## config.mk

```make
export PLATFORM = sky130hd
export DESIGN_NAME = reg_file
export DESIGN_NICKNAME = d
export VERILOG_FILES = /design/src/reg_file.sv
export SDC_FILE = /design/constraint.sdc
export NUM_CORES = 2
export LEC_CHECK = 0
export BUFFER_PORTS_ARGS = -buffer_cell sky130_fd_sc_hd__buf_4
export CAP_MARGIN = 20
export CORE_MARGIN = 1.5
export CORE_UTILIZATION = 25
export DETAILED_ROUTE_END_ITERATION = 6
export SYNTH_ARGS = -nofsm -noshare
export SYNTH_HDL_FRONTEND = slang
export SYNTH_SLANG_ARGS = --single-unit
```

## constraint.sdc

```tcl
create_clock -name clock -period 2.7 [get_ports clock]
set_clock_uncertainty 0.15 [all_clocks]
set_input_delay 0.135 -clock clock [delete_from_list [all_inputs] [get_ports clock]]
set_output_delay 0.135 -clock clock [all_outputs]
set_load 0.01 [all_outputs]
```

## src/reg_file.sv

```systemverilog
// r0 is an ordinary writable register; reads do not see a write in the same cycle
`timescale 1ns/100ps

module reg_file (
  input  logic        clock,
  input  logic        reset,
  input  logic [4:0]  ra_idx,
  input  logic [4:0]  rb_idx,
  output logic [31:0] ra_data,
  output logic [31:0] rb_data,
  input  logic        we,
  input  logic [4:0]  w_idx,
  input  logic [31:0] w_data
);

  logic [31:0] regs [32];

  always_ff @(posedge clock) begin
    if (reset) begin
      for (int i = 0; i < 32; i++) begin
        regs[i] <= '0;
      end
    end else if (we) begin
      regs[w_idx] <= w_data;
    end
  end

  // two asynchronous read ports
  assign ra_data = regs[ra_idx];
  assign rb_data = regs[rb_idx];

endmodule

```

==> out/summary.txt <==
outcome -> finished, final reports clean
Yosys warning total -> 0
final-stage net count -> 4,766
Post-Syn Nets -> 4,690
combinational power share -> 0.130
CTS Sinks -> 1,024
CTS Buffer Depth -> 3
Total GRT Usage -> 0.179
post-detailed-route wirelength per cell -> 27.2 um
initial antenna violation count -> 33
Max FO, Critical Path -> 2
number of max-cap violations -> 0
cell with the most instances after synthesis -> and2_1
min-delay worst type -> in -> reg
Least-Margin Pin Slew -> 937 ps
# fillers -> 22,700
Synth area leaders -> edfxtp_1 (54%), mux2i_1 (18%), and2_1 (11%), a22oi_1 (2.6%), a22o_1 (2.0%)
IO Pins -> 114
largest reg by FF count -> regs
Tcrit/Tclk final -> 0.989
initial core utilization -> 0.251
Top Registers -> regs: 1024 flops
total chip power -> 39.3 mW
Internal Power -> 28.8 mW
Overflow after GRT -> 0
synthesis-to-layout area growth -> 17.0%
Peak Freq -> 375 MHz
TNS Setup -> 0 ps
number of enable flip-flop cells after synthesis -> 1,024
Worst path max stage delay -> 420 ps
Clk pwr share -> 0.391
Synth cell types -> 31
Die X -> 478 um
first-pass GRT wire length -> 297,000 um
routability cong. -> 0.837
NetSw -> 10.5 mW
Post-Synthesis Cells -> 4,640
final WL -> 213,000 um
Core Area -> 225,000 um2
post-CTS setup buffers -> 0
asr flop ratio synth -> 0
DPL Wire Length -> 128,000 um
clock transition at the registers of the reported paths -> 60 ps
Root Driver -> clkbuf_16
Peak supply drop -> 536 uV
DRC errors left -> 0
Critical Path RT -> 2410 ps
CP arrival -> 2390 ps
crit path kind -> reg -> out
I/O Buffers -> 113
max reg flops -> 1,024
Slew Viols, Final -> 0
sequential share of power -> 0.479
share of cells above drive strength 1 -> 0.130
power per cell area -> 595 nW/um2
DR vias -> 40,200
Initial DRC Count -> 4,919
CTS tree -> done
slowest cell on the critical path -> nor3_1
CP Launch Type -> flop
Core Rows -> 174
Static Leakage -> 25.4 nW
number of global-route vias before repair -> 39,200
minimum clock period -> 2670 ps
post-synthesis sequential area ratio -> 0.545
final instance area -> 66,100 um2
DIE AREA -> 229,000 um2
Slew headroom -> 0.373
post-synthesis cell area -> 56,500 um2
DRT antenna net count -> 0
post-synth top area cell -> edfxtp_1
top post-synthesis cells by count -> and2_1 (1,026), edfxtp_1 (1,024), mux2i_1 (1,024)
RSZ-0062 raised after global routing -> false
Final Util -> 0.294
setup violators final -> 0
DP Worst Slack -> 319 ps
H-tree depth -> 3
Yosys top cell area share -> 0.545
Synth Area per Inst -> 12.2 um2
final hold violations -> 0
ys flop type -> edfxtp_1
TritonRoute pass-1 iters -> 6
pin count of the biggest net entering global routing -> 68
Synth Register Bits -> 1,024
Worst Setup End Kind -> primary output
PnR worst setup slack -> 29.8 ps
CTS buffer count -> 112
Via-to-Cell Ratio -> 5.14
Placed Area -> 62,000 um2
sw frac -> 0.267
worst-path cell chain -> mux2i_1 -> a22o_1 -> nor3_1 -> a31oi_1 -> nand3_1 -> buf_4
die height -> 478 um
## worst paths after layout
path,cells after the start,to,startpoint,slack [ps]
worst max-delay path,6,ra_data[22],regs[7][22]$_SDFFCE_PN0P_,30
worst min-delay path,5,regs[3][24]$_SDFFCE_PN0P_,w_idx[2],120
## layer usage
| metal | track usage | part of all wire | vias up |
|---|---|---|---|
| met1 | 0.233 | 0.40 | 20300 |
| met4 | 0.0838 | 0.048 | 8 |
| met3 | 0.0282 | 0.084 | 477 |
| met5 | 0 | 0.00022 | - |
| met2 | 0.292 | 0.47 | 2206 |
| li1 | - | - | 17200 |
## power by group through the flow
stage	combinational [mW]	sequential (mW)	clock [mW]
after detailed placement	5.00	19.1	0
after CTS	5.07	18.8	15.5
after global placement	4.97	19.1	0
after floorplan	2.82	19.0	0
after global routing	5.34	18.9	16.1
final	5.11	18.8	15.4
## layout by cell type, fill, tap and decap left out, drive strengths merged, types with 33 or more instances in the layout
| cell | instances |
|---|---|
| edfxtp | 1024 |
| a22o | 128 |
| a22oi | 192 |
| dlygate4sd3 | 33 |
| nand3 | 194 |
| a21oi | 192 |
| mux2i | 1024 |
| clkbuf | 138 |
| buf | 377 |
| a31oi | 64 |
| nand2 | 196 |
| nor2 | 36 |
| and2 | 1026 |
| nor3 | 64 |
| or2 | 34 |
| clkinv | 58 |
## cell families (layout without fill, tap and decap cells)
| family | after synthesis | after routing | synth area share |
|---|---|---|---|
| compound gates | 576 | 576 | 0.0695 |
| buf+inv | 448 | 619 | 0.0434 |
| simple gates | 1568 | 1568 | 0.161 |
| mux | 1024 | 1024 | 0.182 |
| other cells | 0 | 13 | 0 |
| flops | 1024 | 1024 | 0.545 |
## worst max-delay path: cells and delay by family (launching register included)
family | cells | cell delay (ps)
buffers and inverters | 1 | 150
AND/OR/NAND/NOR | 2 | 600
AO/OA/AOI/OAI | 2 | 390
flip-flops | 1 | 370
multiplexers | 1 | 80
## timing repair
item / CTS / global route
setup endpoints to repair: 6 / 6
hold endpoints to repair: 1040 / 0
hold buffers: 33 / 0
gates resized for setup: 6 / 8
gates cloned: 0 / 0
pin swaps: 0 / 2
## per-stage QoR
stage | cells | hold WS [ps]
floorplan | 4640 | 183
global placement | 7561 | 496
detailed placement | 7561 | 499
CTS | 7803 | 67.1
global route | 7807 | 131
finish | 7816 | 117
## final cells by class
class	instances	area, um2	share of cell area
Antenna cell	13	32.5	0.000492
Clock buffer	138	2900	0.0439
Timing Repair Buffer	410	4420	0.0669
Clock inverter	71	699	0.0106
Multi-Input combinational cell	3168	23500	0.356
Tap cell	2992	3740	0.0566
Sequential cell	1024	30700	0.465
(Power assumes the default switching activity.)
