<file path="src/isa_pkg.sv">
// instruction set subset only; no byte or halfword loads and stores, bit 31 is always zero
package isa_pkg;

  // major opcodes, bits 30..25 of the instruction word
  typedef enum logic [5:0] {
    TYPE_BASIC = 6'b100000,
    TYPE_LS    = 6'b011100,
    ADDI       = 6'b101000,
    ORI        = 6'b101100,
    XORI       = 6'b101011,
    MOVI       = 6'b100010,
    LWI        = 6'b000010,
    SWI        = 6'b001010,
    BEQ        = 6'b100110,
    J          = 6'b100100
  } opcode_e;

  // sub-opcodes of the basic type, low five bits of the tail
  typedef enum logic [4:0] {
    ADD   = 5'b00000,
    SUB   = 5'b00001,
    AND   = 5'b00010,
    XOR   = 5'b00011,
    OR    = 5'b00100,
    SLLI  = 5'b01000,
    SRLI  = 5'b01001,
    ROTRI = 5'b01011
  } sub5_e;

  // sub-opcodes of the load/store type, low eight bits of the tail
  typedef enum logic [7:0] {
    LW = 8'b00000010,
    SW = 8'b00001010
  } sub8_e;

  // instruction word; the tail is sliced by the decoder
  //   tail[14:10] rb or shift amount
  //   tail[9:8]   sv scale for LW/SW
  //   tail[7:0]   sub8, tail[4:0] sub5
  //   tail[14:0]  imm15, tail[13:0] branch offset
  //   {ra, tail}  imm20 for MOVI, {rt[3:0], ra, tail} imm24 for J
  typedef struct packed {
    logic      zero;
    opcode_e   opcode;
    logic [4:0] rt;
    logic [4:0] ra;
    logic [14:0] tail;
  } instr_t;

  // SRLI r0, r0, 0 is the NOP and writes nothing
  localparam logic [31:0] NOP_WORD = 32'h4000_0009;

endpackage

</file>
<file path="src/core_pkg.sv">
// core-internal types; the decoded operation assumes the isa_pkg field layout
package core_pkg;

  // decoded operation handed from the decoder to the ALU and the control
  typedef struct packed {
    isa_pkg::opcode_e opcode;
    isa_pkg::sub5_e   sub5;
    isa_pkg::sub8_e   sub8;
    logic [1:0]       sv;
    logic [4:0]       rt;
    logic [4:0]       ra_idx;
    logic [4:0]       rb_idx;
    logic [31:0]      imm;
    logic             use_imm;
    logic             wb_en;
    logic             mem_rd;
    logic             mem_wr;
    logic             is_branch;
  } dec_op_t;

  typedef struct packed {
    logic [31:0] result;
    logic        overflow;
    logic        pc_set;
  } alu_out_t;

  // one record per retired instruction
  typedef struct packed {
    logic [31:0] pc;
    logic [31:0] next_pc;
    logic        wb_en;
    logic [4:0]  wb_reg;
    logic [31:0] wb_data;
    logic        overflow;
    logic        mem_wr;
    logic [31:0] mem_addr;
  } retire_t;

  typedef enum logic [1:0] {
    IDLE,
    EXEC,
    MEM,
    RETIRE
  } ctrl_state_e;

endpackage

</file>
<file path="src/instr_decoder.sv">
// purely combinational; unknown opcodes and sub-opcodes decode to an operation that writes nothing
`timescale 1ns/100ps

module instr_decoder (
  input  isa_pkg::instr_t   instr,
  output core_pkg::dec_op_t op
);

  logic [31:0] imm15_s;
  logic [31:0] imm15_z;
  logic [31:0] imm20_s;
  logic [31:0] imm14_s;
  logic [31:0] imm24_s;

  assign imm15_s = {{17{instr.tail[14]}}, instr.tail};
  assign imm15_z = {17'b0, instr.tail};
  assign imm20_s = {{12{instr.ra[4]}}, instr.ra, instr.tail};
  assign imm14_s = {{18{instr.tail[13]}}, instr.tail[13:0]};
  assign imm24_s = {{8{instr.rt[3]}}, instr.rt[3:0], instr.ra, instr.tail};

  always_comb begin
    op        = '0;
    op.opcode = instr.opcode;
    op.sub5   = isa_pkg::sub5_e'(instr.tail[4:0]);
    op.sub8   = isa_pkg::sub8_e'(instr.tail[7:0]);
    op.sv     = instr.tail[9:8];
    op.rt     = instr.rt;
    op.ra_idx = instr.ra;
    op.rb_idx = instr.tail[14:10];

    case (instr.opcode)
      isa_pkg::TYPE_BASIC: begin
        case (op.sub5)
          isa_pkg::ADD, isa_pkg::SUB, isa_pkg::AND, isa_pkg::OR, isa_pkg::XOR: begin
            op.wb_en = 1'b1;
          end
          isa_pkg::SRLI, isa_pkg::SLLI, isa_pkg::ROTRI: begin
            // shift amount sits in the rb field
            op.imm     = {27'b0, instr.tail[14:10]};
            op.use_imm = 1'b1;
            op.wb_en   = (instr != isa_pkg::NOP_WORD);
          end
          default: op.wb_en = 1'b0;
        endcase
      end
      isa_pkg::ADDI: begin
        op.imm     = imm15_s;
        op.use_imm = 1'b1;
        op.wb_en   = 1'b1;
      end
      isa_pkg::ORI, isa_pkg::XORI: begin
        op.imm     = imm15_z;
        op.use_imm = 1'b1;
        op.wb_en   = 1'b1;
      end
      isa_pkg::MOVI: begin
        op.imm     = imm20_s;
        op.use_imm = 1'b1;
        op.wb_en   = 1'b1;
      end
      isa_pkg::LWI: begin
        op.imm     = imm15_s;
        op.use_imm = 1'b1;
        op.wb_en   = 1'b1;
        op.mem_rd  = 1'b1;
      end
      isa_pkg::SWI: begin
        op.imm     = imm15_s;
        op.use_imm = 1'b1;
        op.mem_wr  = 1'b1;
        op.rb_idx  = instr.rt;
      end
      isa_pkg::TYPE_LS: begin
        // rb stays the index register, store data is read from rt at retire
        if (op.sub8 == isa_pkg::LW) begin
          op.wb_en  = 1'b1;
          op.mem_rd = 1'b1;
        end else if (op.sub8 == isa_pkg::SW) begin
          op.mem_wr = 1'b1;
        end
      end
      isa_pkg::BEQ: begin
        op.imm       = imm14_s;
        op.rb_idx    = instr.rt;
        op.is_branch = 1'b1;
      end
      isa_pkg::J: begin
        op.imm       = imm24_s;
        op.is_branch = 1'b1;
      end
      default: op.wb_en = 1'b0;
    endcase
  end

endmodule

</file>
<file path="config.mk">
export PLATFORM = sky130hd
export DESIGN_NAME = instr_decoder
export DESIGN_NICKNAME = d
export VERILOG_FILES = /design/src/isa_pkg.sv /design/src/core_pkg.sv /design/src/instr_decoder.sv
export SDC_FILE = /design/constraint.sdc
export NUM_CORES = 1
export LEC_CHECK = 0
export BUFFER_PORTS_ARGS = -buffer_cell sky130_fd_sc_hd__clkbuf_2
export CAP_MARGIN = 40
export CORE_AREA = 8 8 63 65
export DETAILED_ROUTE_END_ITERATION = 10
export DIE_AREA = 0 0 71 73
export PLACE_DENSITY = 0.8
export SKIP_LAST_GASP = 1
export SYNTH_ARGS = -nofsm -noshare
export SYNTH_HDL_FRONTEND = slang
export SYNTH_SLANG_ARGS = --single-unit
</file>
<file path="constraint.sdc">
create_clock -name vclk -period 1.3
set_input_delay 0 -clock vclk [all_inputs]
set_output_delay 0 -clock vclk [all_outputs]
set_load 0.01 [all_outputs]
</file>
==> summary.md <==
| Metric | Value |
|---|---|
| Synth Area in Adders | `0%` |
| Reg area | `0 um^2` |
| Nets | `256` |
| Worst setup SP type | `input pin` |
| Via count | `1364` |
| Buffers added on ports | `105` |
| Synth area leader | `buf_4` |
| Syn Area/Cell | `7.74 um^2` |
| Met1 GRT Util | `17.5%` |
| Run status | `finished, final reports clean` |
| Power Dens Cells | `between 300 and 400 nW/um^2` |
| Full die area | `5180 um^2` |
| Largest family of logic cells by synthesized area | `simple AND/OR/NAND/NOR gates` |
| Seq_cells | `0` |
| Hold slack | `around 220 ps` |
| Critical Path RT | `1300 ps` |
| IR drop worst, VDD | `between 0.0001 and 0.00015 V` |
| Clock power share | `0%` |
| Global routing usage on met3 | `3.71%` |
| Sequential share of power | `0%` |
| Post-synth net total | `170` |
| P_leak | `about 0.96 nW` |
| Hold WC Path Type | `in2out` |
| Final worst setup slack | `approximately 27 ps` |
| CTS Hold Bufs | `0` |
| Post-detailed-route count of antenna-violating nets | `0` |
| Synth Area in Simple Gates | `roughly a third` |
| GR met2 Demand/Resource | `28.4%` |
| Die W | `~70 um` |
| Period utilization | `97.9%` |
| Max cap viols | `0` |
| Yosys warns | `0` |
| Netlist cell types | `41` |
| Inserted Diodes | `0` |
| DRC | `0` |
| Row cnt | `20` |
| Placed Cells | `252` |
| RePlAce Congestion | `0.876` |
| Synth area leaders | `buf_4, a21o_1, and2_1` |
| Antenna violations before repair | `0` |
| Final Setup Violations | `0` |
| Initial Utilization | `36.2%` |
| Vias in the first global route | `1448` |
| P&R area growth vs syn | `50.6%` |
| Gate Count Post-Synth | `about 140` |
| CP Capture Type | `output pin` |
| Global route hottest layer | `met2` |
| First-pass GRT wire length | `around 6.7 mm` |
| Sequential-to-total area share from yosys stat | `0%` |
| Core area | `roughly 3000 um^2` |
| Share of post-route cells with drive strength above 1 | `68.9%` |
| Placement Setup Slack | `-40.1 ps` |
| Drt wl/cell | `18.3 um` |
| Relative slew slack | `69.6%` |
| Routed WL | `4.67 mm` |
| Final Max Tran Viols | `0` |
| Post-route insts no fill | `roughly 260` |
| Multiplexer share of the synthesized area | `5.27%` |
| DP HPWL | `3.71 mm` |
| Layout filler cell count | `313` |
| Crit Path Class | `in2out` |
| Worst-path fanout max | `7` |
| Sw Pwr | `0.000264 W` |
| IO Count | `105` |
| Int Pwr | `0.000222 W` |
| Max Fclk | `about 790 MHz` |
| Worst Path Arrival | `1270 ps` |
| DIE HEIGHT | `73 um` |
| Mapped Area | `~1100 um^2` |
| Iter 0 DRT Violations | `90` |
| Tightest Pin Transition | `452 ps` |
| Tot Pwr | `0.000486 W` |
| DR pass1 iterations | `4` |
| Top-area cell type share of the netlist area | `30.2%` |
| Net Sw Frac | `between 50% and 60%` |
| Post-layout util | `54.5%` |
| DR vias/cell | `roughly 5.3` |
| Compound-Gate Fraction of Synth Area | `23.9%` |
| Combinational share of power | `between 90% and 100%` |
| Post-Synth XOR/XNOR Area | `1.64%` |
| Gr usage total | `15.3%` |
| Pin count of the biggest net entering global routing | `15` |
| Final hold violations | `0` |
| Period minus WS final | `~1300 ps` |
| Gr ovfl total | `0` |
| Clock buffers | `0` |
power by group through the flow:
stage          clock (W)  sequential, W  combinational, W
2_1_floorplan          0              0          0.000280
3_3_place_gp           0              0          0.000425
3_5_place_dp           0              0          0.000432
4_1_cts                0              0          0.000440
5_1_grt                0              0          0.000522
6_report               0              0          0.000486
per-stage QoR:
stage          cell area, um^2  TNS, ps
6_report                  1610        0
5_1_grt                   1610    -41.6
4_1_cts                   1470        0
3_5_place_dp              1440     -158
3_3_place_gp              1440    -65.3
2_1_floorplan             1070        0
layer usage:
layer | up-vias | routed length [um]
li1 | 637 | -
met4 | 0 | 38
met5 | - | 0
met1 | 638 | 1820
met3 | 6 | 339
met2 | 83 | 2470
worst max-delay path, cell delays in order:
cell and delay (ps):
buf_6 110, nor2b_1 150, a2111o_1 480, o211ai_4 180, a22o_1 210, buf_2 130
cell families (layout without fill, tap and decap cells):
kind of cell / Yosys count / after routing
simple gates: 52 / 52
buf+inv: 49 / 132
compound gates: 30 / 31
mux: 5 / 5
xor+xnor: 2 / 2
layout by cell type, fill, tap and decap left out, drive strengths merged:
master   count
nor4b        3
mux2         5
or2          1
a22o         6
inv          3
nand4b       1
xnor2        2
nor4         6
a21o         9
o21bai       1
and4         1
nand3        4
and2        10
clkbuf      98
and2b        1
and3b        1
nand4        4
nand2        4
buf         31
nor2b        6
o21a         2
o41ai        1
a22oi        2
o2111ai      1
o21ai        3
nor3         3
nand2b       2
a21oi        2
a32oi        1
or4b         1
and4bb       2
a2111o       1
o211ai       2
nor2         2
area by class of cell:
type / count / area [um^2] / area share, %
multi-input combinational: 90 / 810 / 50.3
timing repair buffer: 129 / 747 / 46.4
tap: 33 / 41.3 / 2.57
inverter: 3 / 11.3 / 0.700
synth_stat cells (2+ instances only):
library cell  instances
a21o_1                9
a21oi_1               2
a22o_1                6
and2_1               10
and4bb_2              2
buf_4                43
buf_6                 3
inv_1                 3
mux2_2                5
nand2_1               4
nand3_1               3
nand4_1               3
nor2b_1               6
nor3_1                3
nor4_1                5
nor4b_1               3
o21a_1                2
o21ai_0               2
xnor2_1               2
path summary, 6_finish.rpt:
check	start	to	slack, ps	depth (start not counted)
max	instr[27]	op[8]	30	6
min	instr[8]	op[52]	220	2
timing repair:
| action | 4_1_cts | 5_1_grt |
|---|---|---|
| cloned | 0 | 1 |
| pin swaps | 1 | 6 |
| setup buffers | 0 | 2 |
| resized for setup | 6 | 34 |
| setup endpoints to repair | 7 | 33 |
(Power assumes the default switching activity.)
