--- config.mk ---
export PLATFORM = sky130hd
export DESIGN_NAME = exec_control
export DESIGN_NICKNAME = d
export VERILOG_FILES = /design/src/isa_pkg.sv /design/src/core_pkg.sv /design/src/exec_control.sv
export SDC_FILE = /design/constraint.sdc
export NUM_CORES = 1
export LEC_CHECK = 0
export BUFFER_PORTS_ARGS = -buffer_cell sky130_fd_sc_hd__buf_2
export CAP_MARGIN = 20
export CORE_AREA = 4 4 182 184
export CTS_BUF_LIST = sky130_fd_sc_hd__clkbuf_16
export DETAILED_ROUTE_END_ITERATION = 10
export DIE_AREA = 0 0 186 188
export PLACE_DENSITY = 0.47
export REMOVE_ABC_BUFFERS = 1
export SETUP_SLACK_MARGIN = 0.15
export SLEW_MARGIN = 20
export SYNTH_ARGS = -nofsm -noshare
export SYNTH_HDL_FRONTEND = slang
export SYNTH_SLANG_ARGS = --single-unit
--- constraint.sdc ---
create_clock -name clock -period 3.8 [get_ports clock]
set_clock_uncertainty 0.15 [all_clocks]
set_input_delay 0.76 -clock clock [delete_from_list [all_inputs] [get_ports clock]]
set_output_delay 0.76 -clock clock [all_outputs]
set_load 0.05 [all_outputs]
--- src/isa_pkg.sv ---
// instruction set subset only; no byte or halfword loads and stores, bit 31 is always zero
package isa_pkg;

  // major opcodes, bits 30..25 of the instruction word
  typedef enum logic [5:0] {
    TYPE_BASIC = 6'b100000,
    TYPE_LS    = 6'b011100,
    ADDI       = 6'b101000,
    ORI        = 6'b101100,
    XORI       = 6'b101011,
    MOVI       = 6'b100010,
    LWI        = 6'b000010,
    SWI        = 6'b001010,
    BEQ        = 6'b100110,
    J          = 6'b100100
  } opcode_e;

  // sub-opcodes of the basic type, low five bits of the tail
  typedef enum logic [4:0] {
    ADD   = 5'b00000,
    SUB   = 5'b00001,
    AND   = 5'b00010,
    XOR   = 5'b00011,
    OR    = 5'b00100,
    SLLI  = 5'b01000,
    SRLI  = 5'b01001,
    ROTRI = 5'b01011
  } sub5_e;

  // sub-opcodes of the load/store type, low eight bits of the tail
  typedef enum logic [7:0] {
    LW = 8'b00000010,
    SW = 8'b00001010
  } sub8_e;

  // instruction word; the tail is sliced by the decoder
  //   tail[14:10] rb or shift amount
  //   tail[9:8]   sv scale for LW/SW
  //   tail[7:0]   sub8, tail[4:0] sub5
  //   tail[14:0]  imm15, tail[13:0] branch offset
  //   {ra, tail}  imm20 for MOVI, {rt[3:0], ra, tail} imm24 for J
  typedef struct packed {
    logic      zero;
    opcode_e   opcode;
    logic [4:0] rt;
    logic [4:0] ra;
    logic [14:0] tail;
  } instr_t;

  // SRLI r0, r0, 0 is the NOP and writes nothing
  localparam logic [31:0] NOP_WORD = 32'h4000_0009;

endpackage

--- src/core_pkg.sv ---
// core-internal types; the decoded operation assumes the isa_pkg field layout
package core_pkg;

  // decoded operation handed from the decoder to the ALU and the control
  typedef struct packed {
    isa_pkg::opcode_e opcode;
    isa_pkg::sub5_e   sub5;
    isa_pkg::sub8_e   sub8;
    logic [1:0]       sv;
    logic [4:0]       rt;
    logic [4:0]       ra_idx;
    logic [4:0]       rb_idx;
    logic [31:0]      imm;
    logic             use_imm;
    logic             wb_en;
    logic             mem_rd;
    logic             mem_wr;
    logic             is_branch;
  } dec_op_t;

  typedef struct packed {
    logic [31:0] result;
    logic        overflow;
    logic        pc_set;
  } alu_out_t;

  // one record per retired instruction
  typedef struct packed {
    logic [31:0] pc;
    logic [31:0] next_pc;
    logic        wb_en;
    logic [4:0]  wb_reg;
    logic [31:0] wb_data;
    logic        overflow;
    logic        mem_wr;
    logic [31:0] mem_addr;
  } retire_t;

  typedef enum logic [1:0] {
    IDLE,
    EXEC,
    MEM,
    RETIRE
  } ctrl_state_e;

endpackage

--- src/exec_control.sv ---
// one instruction at a time; a strobe outside IDLE is dropped, loads retire one cycle later
`timescale 1ns/100ps

module exec_control #(
  parameter logic [31:0] RESET_PC   = 32'h0,
  parameter int          DMEM_WORDS = 256
) (
  input  logic               clock,
  input  logic               reset,
  input  logic               instr_valid,
  input  isa_pkg::instr_t    instr,
  output logic               ready,
  output isa_pkg::instr_t    cur_instr,
  input  core_pkg::dec_op_t  op,
  input  logic [31:0]        rb_data,
  input  core_pkg::alu_out_t alu,
  input  logic [31:0]        mem_rdata,
  output logic               mem_we,
  output logic [31:0]        mem_addr,
  output logic [31:0]        mem_wdata,
  output logic               rf_we,
  output logic [4:0]         rf_idx,
  output logic [31:0]        rf_wdata,
  output logic               retire_valid,
  output core_pkg::retire_t  retire
);

  localparam int AW = $clog2(DMEM_WORDS);

  core_pkg::ctrl_state_e state;
  core_pkg::alu_out_t    alu_q;
  logic [31:0]           pc;
  logic [31:0]           next_pc;

  always_ff @(posedge clock) begin
    if (reset) begin
      state <= core_pkg::IDLE;
      pc    <= RESET_PC;
    end else begin
      case (state)
        core_pkg::IDLE:   if (instr_valid) state <= core_pkg::EXEC;
        core_pkg::EXEC:   state <= op.mem_rd ? core_pkg::MEM : core_pkg::RETIRE;
        core_pkg::MEM:    state <= core_pkg::RETIRE;
        core_pkg::RETIRE: begin
          state <= core_pkg::IDLE;
          pc    <= next_pc;
        end
        default:          state <= core_pkg::IDLE;
      endcase
    end
  end

  // instruction and ALU result registers
  always_ff @(posedge clock) begin
    if (state == core_pkg::IDLE && instr_valid) begin
      cur_instr <= instr;
    end
    if (state == core_pkg::EXEC) begin
      alu_q <= alu;
    end
  end

  assign ready        = (state == core_pkg::IDLE);
  assign retire_valid = (state == core_pkg::RETIRE);

  // branch offsets count halfwords
  assign next_pc = (op.is_branch && alu_q.pc_set) ? pc + (op.imm << 1) : pc + 32'd4;

  assign mem_addr  = {{(30 - AW){1'b0}}, alu_q.result[AW+1:2], 2'b00};
  assign mem_we    = retire_valid && op.mem_wr;
  assign mem_wdata = rb_data;

  assign rf_we    = retire_valid && op.wb_en;
  assign rf_idx   = op.rt;
  assign rf_wdata = op.mem_rd ? mem_rdata : alu_q.result;

  always_comb begin
    retire          = '0;
    retire.pc       = pc;
    retire.next_pc  = next_pc;
    retire.wb_en    = op.wb_en;
    retire.wb_reg   = op.wb_en ? op.rt : 5'd0;
    retire.wb_data  = op.wb_en ? rf_wdata : 32'd0;
    retire.overflow = alu_q.overflow;
    retire.mem_wr   = op.mem_wr;
    retire.mem_addr = (op.mem_rd || op.mem_wr) ? mem_addr : 32'd0;
  end

endmodule

==> impl_metrics.csv, run 1 <==
group,metric,value,unit
outcome,status,"finished, violations left",
outcome,violations,"setup timing",
critical_path,reg2reg_depth,13,
die,start_util,24.1,%
die,die_h,188,um
layout,fill_cells,3232,
clocking,clockBufferDepth,2,
clocking,cts_max_level,3,
clocking,cts_sinks,99,
synth,yosys_register_bits,99,
power,p_leak,5.21,nW
die,rows,65,
critical_path,crit_arrival,2.97,ns
critical_path,r2r-start,"pc[5]",
worst_hold_path,hp-class,"flop to flop",
timing,fmax,0.257,GHz
global_route,antenna_found_initial,7,
drt,drtIter0Drc,225,
clocking,cts_made_buffers,9,
timing,finalHoldViolations,0,
timing,drv_slew,0,
global_route,grt_usage,17.6,%
drt,dr.pass1.iters,4,
synth,synth_area_per_cell,9.26,um^2
timing,worst_pin_slew,0.864,ns
clocking,holdBufCountCts,0,
place,dp_slack,-0.359,ns
critical_path,start_kind,"input port",
global_route,grt_pass1_wl,45800,um
die,die_w,186,um
drt,ant_nets,0,
timing,max_slew_margin,42.4,%
die,ios,479,
worst_hold_path,hold_start,"pc[2]",
layout,final_cell_mix,"299 x buf_2, 133 x buf_4, 66 x edfxtp_1",
timing,min_period,3.88,ns
global_route,grt_overflow,0,
synth,ys.flop_type,"edfxtp_1",
power,p_per_area,492,nW/um^2
timing,finalSetupViolations,3,
critical_path,critical_path_class,"input port to primary output",
place,gp_congestion,0.858,
global_route,grt_start_max_net_pins,36,
die,die-area,35000,um^2
die,core_region_area,31400,um^2
drt,avgViaCountPerCell,4.56,
synth,synth_edf_count,66,
place,place_hpwl,27100,um
timing,finalCritPeriodShare,102,%
clocking,cts_tree,"done",
global_route,grt_pass1_vias,7216,
drt,drc,0,
worst_hold_path,hold_depth,2,
flow_run,drv_cap,0,
layout,fin_nets,1455,
layout,area_delta_synth_final,53.5,%
clocking,clock_latency,0.36,ns
place,numPortBuffers,331,
clocking,clk_pin_slew_worst_paths,0.08,ns
synth,synth_area,7550,um^2
critical_path,crit_path_start,"op[9]",
timing,finalSetupTns,-0.219,ns
synth,yosys.cell_types.count,78,
synth,yosysWarnings,0,
critical_path,endpoint_kind,"primary output",
timing,fin_ws,-0.0846,ns
drt,vias,7394,
synth,synthArstFlopShare,0,%
critical_path,required,2.89,ns
clocking,clock-root-buffer,"clkbuf_16",
layout,drive_gt1_share,53.9,%
drt,wl,33300,um
layout,layout_commonest_cell,"buf_2",
timing,rsz0062_at_grt,"yes",
synth,ys_seq_area_share,35.0,%
drt,wl_per_cell,20.5,um
synth,synthesis.instances,816,
critical_path,cp_max_fo,3,
power,worst_ir_drop_vdd,0.249,mV
logic make-up after synthesis:
family | synth area share [%]
xor gates and xnor gates | 5.33
DFF | 35.0
other | 0.0496
adders and majority gates | 5.90
buffers and inverters | 13.4
and+or+nand+nor | 17.8
AOI/OAI and AO/OA | 15.6
muxes | 7.06
final cells by class:
cell class	count	area [um^2]	area share, %
Multi-Input combinational cell	605	4910	42.3
Timing Repair Buffer	476	3140	27.0
Sequential cell	99	2650	22.8
Tap cell	402	503	4.34
Clock buffer	9	225	1.94
Inverter	23	86.3	0.745
Clock inverter	7	83.8	0.723
Antenna cell	1	2.50	0.0216
metrics by stage:
step / cells / total power [W] / utilization (%) / instance area [um^2] / hold slack (ns)
2_1_floorplan: 727 / 0.00353 / - / 6810 / 0.338
3_3_place_gp: 1575 / 0.00450 / 31.9 / 10000 / 0.385
3_5_place_dp: 1575 / 0.00452 / 31.9 / 10000 / 0.390
4_1_cts: 1605 / 0.00566 / 35.0 / 11000 / 0.393
5_1_grt: 1622 / 0.00598 / 36.9 / 11600 / 0.395
6_report: 1622 / 0.00570 / 36.9 / 11600 / 0.396
worst max-delay path, cell delays in order:
cell	delay [ns]
buf_6	0.10
ha_4	0.22
buf_6	0.12
buf_6	0.11
a211o_4	0.33
o21ai_2	0.21
and4_4	0.29
nor2_4	0.07
a21o_1	0.18
a211oi_2	0.28
buf_4	0.18
buf_12	0.13
sequential cells by signal, summed over array words and instances, names as in the netlist:
signal     flops
retire         1
state          2
cur_instr     32
pc            31
alu_q         25
mem_addr       8
cells in the mapped netlist (3+ instances only):
cell / instances / area [um^2]
o21a_1: 6 / 45.0
o211ai_1: 6 / 45.0
mux2i_1: 15 / 150
a22oi_1: 3 / 22.5
nand3_1: 18 / 90.1
buf_1: 4 / 15.0
clkbuf_1: 22 / 82.6
nor2_1: 55 / 206
a21oi_1: 44 / 220
o31ai_1: 3 / 22.5
and3_1: 6 / 37.5
buf_2: 8 / 40.0
o21ai_0: 33 / 165
nand2b_1: 6 / 37.5
or3_1: 3 / 18.8
inv_1: 23 / 86.3
nor2b_1: 14 / 87.6
mux2_2: 32 / 360
and2_1: 43 / 269
and4_1: 6 / 52.6
nand2_1: 62 / 233
a21o_1: 13 / 97.6
ha_1: 34 / 425
dfxtp_1: 33 / 661
o21ba_2: 3 / 30.0
nor3_1: 6 / 30.0
o21bai_1: 6 / 45.0
nand3b_1: 3 / 22.5
a221oi_1: 3 / 26.3
xor2_1: 14 / 123
o21ai_1: 7 / 35.0
edfxtp_1: 66 / 1980
a211oi_1: 6 / 45.0
xnor2_1: 32 / 280
nand4_1: 18 / 113
buf_4: 101 / 758
a31oi_1: 7 / 43.8
timing repair:
item                       4_1_cts  5_1_grt
hold endpoints to repair         0        0
gates resized for setup        113       99
setup buffers                   14       16
setup endpoints to repair       25       25
pin swaps                       43       58
report_power, final:
| group | internal [W] | switching (W) | total (W) |
|---|---|---|---|
| Clock | 0.000476 | 0.000509 | 0.000985 |
| Combinational | 0.000924 | 0.00224 | 0.00316 |
| Sequential | 0.00144 | 0.000114 | 0.00155 |
| Total | 0.00284 | 0.00286 | 0.00570 |
per-layer routing:
metal / GRT usage (%) / part of all wire (%) / vias to the layer above
met1: 20.2 / 39 / 3506
met5: 1.71 / 0.42 / -
met3: 9.29 / 12 / 24
met4: 2.47 / 0.66 / 14
li1: - / - / 3544
met2: 29.6 / 48 / 306
final timing paths:
path | slack (ns) | endpoint
worst max register to register | 0.73 | pc[31]
worst min-delay path | 0.40 | pc[2]
worst max-delay path | -0.08 | retire[101]
worst min register to register | 0.40 | pc[2]
No activity file was read; power rests on OpenSTA's default activity.
==> run 2, diff against run 1 <==
==> constraint.sdc (replaced) <==
create_clock -name clock -period 3.8 [get_ports clock]
set_clock_uncertainty 0.15 [all_clocks]
set_input_delay 0 -clock clock [delete_from_list [all_inputs] [get_ports clock]]
set_output_delay 0 -clock clock [all_outputs]
set_load 0.05 [all_outputs]
==> run 2 against run 1 <==
The run now ends clean. Via count is 4.0% lower. Highest routed layer unchanged. Core utilization is 3.8 points lower. Die area is the same. Register-to-register slack improved by 0.12 ns. Largest power group unchanged.
==> impl_metrics.csv, run 2 (synthesis gave the netlist of run 1 again) <==
group,metric,value,unit
clocking,cts_made_buffers,9,
die,die_w,186,um
place,gp_congestion,0.830,
layout,reg_top3,"cur_instr x32, pc x31, alu_q x25",
die,die-area,35000,um^2
timing,finalCritPeriodShare,90.6,%
critical_path,endpoint_kind,"primary output",
power,p_sw,0.00281,W
place,place_hpwl,26100,um
layout,largest_reg_flops,32,
power,worst_ir_drop_vdd,0.237,mV
clocking,post_cts_buffers,0,
timing,finalHoldViolations,0,
power,intPower,0.00258,W
critical_path,required,3.65,ns
global_route,antenna_found_initial,6,
clocking,clock-root-buffer,"clkbuf_16",
global_route,grt_start_max_net_pins,40,
power,p_leak,4.68,nW
critical_path,start_kind,"flop",
layout,fin_nets,1421,
drt,ant_nets,0,
layout,fill_cells,3319,
clocking,cts_tree,"done",
layout,final_core_util,33.1,%
layout,regMostFlops,"cur_instr",
critical_path,critical_path_class,"flop to primary output",
layout,layout_commonest_cell,"buf_2",
clocking,cts_max_level,3,
layout,area_delta_synth_final,37.5,%
global_route,grt_usage,17.2,%
critical_path,cp_max_fo,7,
timing,min_period,3.44,ns
timing,rsz0062_at_grt,"no",
global_route,grt_pass1_vias,6976,
flow_run,drv_cap,0,
timing,finalSetupViolations,0,
global_route,grt_overflow,0,
power,seq_power_share,28.8,%
layout,drive_gt1_share,35.5,%
timing,fmax,0.291,GHz
drt,drc,0,
critical_path,crit_arrival,3.29,ns
power,p_comb_share,53.2,%
outcome,status,"complete, no violations",
clocking,clk_pin_slew_worst_paths,0.08,ns
layout,multiInputGateArea,4090,um^2
timing,drv_slew,0,
die,start_util,24.1,%
drt,wl,32500,um
layout,finish.instance_area,10400,um^2
clocking,cts_sinks,99,
power,pwr-share-clk,18.0,%
timing,max_slew_margin,36.0,%
die,rows,65,
layout,seqCellArea,2650,um^2
die,ios,479,
clocking,clockBufferDepth,2,
drt,avgViaCountPerCell,4.47,
die,core_region_area,31400,um^2
timing,worst_pin_slew,0.960,ns
place,numPortBuffers,331,
drt,wl_per_cell,20.5,um
place,dpl-instance-area,9050,um^2
worst_hold_path,hp-class,"input port to flop",
drt,drtIter0Drc,288,
global_route,grt_pass1_wl,45100,um
power,swShare,52.1,%
clocking,clock_latency,0.36,ns
layout,final_cell_mix,"329 x buf_2, 101 x dlygate4sd3_1, 66 x edfxtp_1",
drt,dr.pass1.iters,4,
power,p_per_area,520,nW/um^2
die,die_h,188,um
drt,vias,7099,
## run 2: through the flow
stage                     hold WS, ns  cells  total power, W  setup TNS, ns  setup slack (ns)
after global routing           0.0506   1588         0.00567              0             0.173
after detailed placement       -0.150   1470         0.00432              0             0.683
after global placement         -0.150   1470         0.00431              0             0.726
after CTS                     0.00631   1587         0.00549              0             0.261
after floorplan                -0.150    727         0.00353       -0.00717          -0.00717
final                          0.0229   1589         0.00540              0             0.359
## run 2: routing by layer
metal | global-route usage, % | vias up | part of all wire [%]
li1 | - | 3474 | -
met1 | 21.3 | 3332 | 42
met2 | 28.5 | 257 | 47
met3 | 7.31 | 26 | 9.8
met4 | 2.61 | 10 | 0.77
met5 | 0 | - | 0.22
## run 2: layout make-up
type / instances / share of cell area [%]
Clock buffer: 9 / 2.17
Timing Repair Buffer: 442 / 26.5
Multi-Input combinational cell: 605 / 39.4
Tap cell: 402 / 4.84
Antenna cell: 2 / 0.0482
Inverter: 23 / 0.831
Clock inverter: 7 / 0.807
Sequential cell: 99 / 25.5
## run 2: power by group through the flow
stage | combinational, W | clock, W | sequential [W]
5_1_grt | 0.00303 | 0.00105 | 0.00158
2_1_floorplan | 0.00153 | 0 | 0.00200
3_5_place_dp | 0.00274 | 0 | 0.00158
6_report | 0.00287 | 0.000972 | 0.00155
4_1_cts | 0.00290 | 0.00103 | 0.00156
3_3_place_gp | 0.00273 | 0 | 0.00158
## run 2: worst max-delay path, cell delays in order, from the launching register on
cell,delay (ns)
dfxtp_1,0.47
ha_1,0.35
a21oi_1,0.27
o21ai_4,0.12
a221oi_4,0.38
o211ai_2,0.22
o21ai_2,0.21
xnor2_1,0.16
a21oi_1,0.11
xnor2_1,0.33
clkbuf_4,0.30
## run 2: final timing paths
check | endpoint | start | slack, ns | cells past startpoint
worst max-delay path | retire[103] | pc[10] | 0.36 | 10
worst min-delay path | pc[31] | op[35] | 0.02 | 4
worst max register to register | pc[25] | pc[1] | 0.85 | 11
worst min register to register | pc[1] | pc[1] | 0.37 | 2
## run 2: what timing repair did
item,CTS,global route
resized for setup,0,5
endpoints found under the setup margin,0,3
hold buffers,101,0
endpoints found under the hold margin,117,0
==> run 3, diff against run 2 <==
--- a/config.mk
+++ b/config.mk
@@ -7,11 +7,11 @@
 export LEC_CHECK = 0
 export BUFFER_PORTS_ARGS = -buffer_cell sky130_fd_sc_hd__buf_2
 export CAP_MARGIN = 20
-export CORE_AREA = 4 4 182 184
+export CORE_AREA = 2 2 185 187
 export CTS_BUF_LIST = sky130_fd_sc_hd__clkbuf_16
 export DETAILED_ROUTE_END_ITERATION = 10
-export DIE_AREA = 0 0 186 188
-export PLACE_DENSITY = 0.47
+export DIE_AREA = 0 0 187 189
+export PLACE_DENSITY = 0.45
 export REMOVE_ABC_BUFFERS = 1
 export SETUP_SLACK_MARGIN = 0.15
 export SLEW_MARGIN = 20
==> run 3 against run 2 <==
Global-route usage is 2.5 points higher. Total power increased by 2.1%. Flip-flop and latch count unchanged. Sequential power hardly changed. Combinational power grew 2%. Critical path depth rose by 2. Design area increased by 0.49%. Fmax fell by 0.19%. Highest routed layer unchanged. Via count grew 1.8%. Largest cell class unchanged.
==> impl_metrics.csv, run 3 (synthesis gave the netlist of run 1 again) <==
group,metric,value,unit
outcome,status,"complete, no violations",
layout,regMostFlops,"cur_instr",
critical_path,required,3.65,ns
critical_path,critical_path_class,"flop to primary output",
clocking,cts_tree,"done",
layout,layout_commonest_cell,"buf_2",
place,gp_congestion,0.840,
timing,fmax,0.290,GHz
critical_path,cp_max_fo,4,
clocking,clock_latency,0.37,ns
timing,worst_pin_slew,0.927,ns
critical_path,endpoint_kind,"primary output",
critical_path,start_kind,"flop",
drt,drc,0,
layout,reg_top3,"cur_instr x32, pc x31, alu_q x25",
worst_hold_path,hp-class,"input port to flop",
layout,multiInputGateArea,4110,um^2
clocking,post_cts_buffers,0,
timing,max_slew_margin,38.2,%
global_route,grt_usage,19.7,%
layout,fill_cells,3572,
timing,finalCritPeriodShare,90.7,%
timing,rsz0062_at_grt,"no",
global_route,grt_overflow,0,
timing,finalSetupViolations,0,
layout,finish.instance_area,10400,um^2
place,numPortBuffers,331,
critical_path,crit_arrival,3.30,ns
die,die_h,189,um
drt,avgViaCountPerCell,4.43,
global_route,antenna_found_initial,10,
layout,area_delta_synth_final,38.2,%
drt,dr.pass1.iters,4,
clocking,cts_max_level,3,
die,start_util,22.7,%
power,p_leak,4.67,nW
clocking,clk_pin_slew_worst_paths,0.09,ns
die,die-area,35300,um^2
power,p_per_area,528,nW/um^2
die,rows,67,
place,dpl-instance-area,9090,um^2
power,finalPower,0.00551,W
die,ios,479,
drt,ant_nets,0,
timing,finalSetupTns,0,ns
layout,drive_gt1_share,35.4,%
drt,wl,35800,um
drt,wl_per_cell,21.9,um
timing,finalHoldViolations,0,
die,die_w,187,um
clocking,clockBufferDepth,2,
flow_run,drv_cap,0,
drt,vias,7226,
layout,final_cell_mix,"330 x buf_2, 101 x dlygate4sd3_1, 66 x edfxtp_1",
drt,drtIter0Drc,336,
global_route,grt_pass1_vias,7080,
power,worst_ir_drop_vdd,0.276,mV
clocking,cts_made_buffers,9,
timing,min_period,3.45,ns
timing,drv_slew,0,
global_route,grt_pass1_wl,49800,um
layout,largest_reg_flops,32,
die,core_region_area,33300,um^2
layout,seqCellArea,2640,um^2
place,place_hpwl,28900,um
global_route,grt_start_max_net_pins,48,
clocking,clock-root-buffer,"clkbuf_16",
clocking,cts_sinks,99,
layout,fin_nets,1418,
-- run 3: final timing paths --
| kind | to | from | cells after the start | slack (ns) |
|---|---|---|---|---|
| worst min-delay path | pc[29] | op[0] | 4 | 0.03 |
| worst min register to register | pc[1] | pc[1] | 2 | 0.39 |
| worst max-delay path | retire[97] | pc[1] | 12 | 0.35 |
| worst max register to register | pc[25] | pc[1] | 11 | 0.80 |
-- run 3: per-layer routing --
layer  share of wire, %  wire (um)  vias up  global-route usage (%)
met5               0.16         59        -                       0
met4                1.3        463        8                    4.21
met3                 14       5060       29                    13.1
met2                 40      14300      308                    27.5
met1                 45      16000     3407                    24.9
li1                   -          -     3474                       -
-- run 3: stage by stage --
step	setup slack (ns)	hold slack [ns]	util, %	cells
global placement	0.715	-0.150	27.3	1513
CTS	0.197	0.00299	31.3	1630
finish	0.352	0.0328	31.4	1632
floorplan	-0.00717	-0.150	-	727
detailed placement	0.657	-0.150	27.3	1513
global route	0.168	0.0327	31.4	1631
-- run 3: final cells by class --
class,instances,share of cell area [%]
clock buffer,9,2.16
antenna,2,0.0480
inverter,23,0.827
sequential,99,25.3
timing repair buffer,439,26.1
clock inverter,7,0.779
multi-input combinational,605,39.4
tap,448,5.37
-- run 3: report_power, final --
part	switching [W]	internal, W	total, W
clock network	0.000530	0.000477	0.00101
logic	0.00228	0.000669	0.00294
registers	0.000119	0.00144	0.00156
-- run 3: repair_timing --
item	in CTS	in global routing
gates resized for setup	0	6
endpoints found under the hold margin	102	0
hold buffers	101	0
setup endpoints to repair	0	3
-- run 3: critical path, cell delays in order, from the launching register on --
cell and delay, ns:
dfxtp_1 0.40, ha_1 0.20, inv_1 0.06, fa_1 0.40, nor2b_2 0.18, o21ba_2 0.22
o21ai_1 0.13, and4_4 0.23, or4_1 0.49, a21oi_1 0.21, a21oi_1 0.07, o21ai_0 0.11
buf_4 0.23
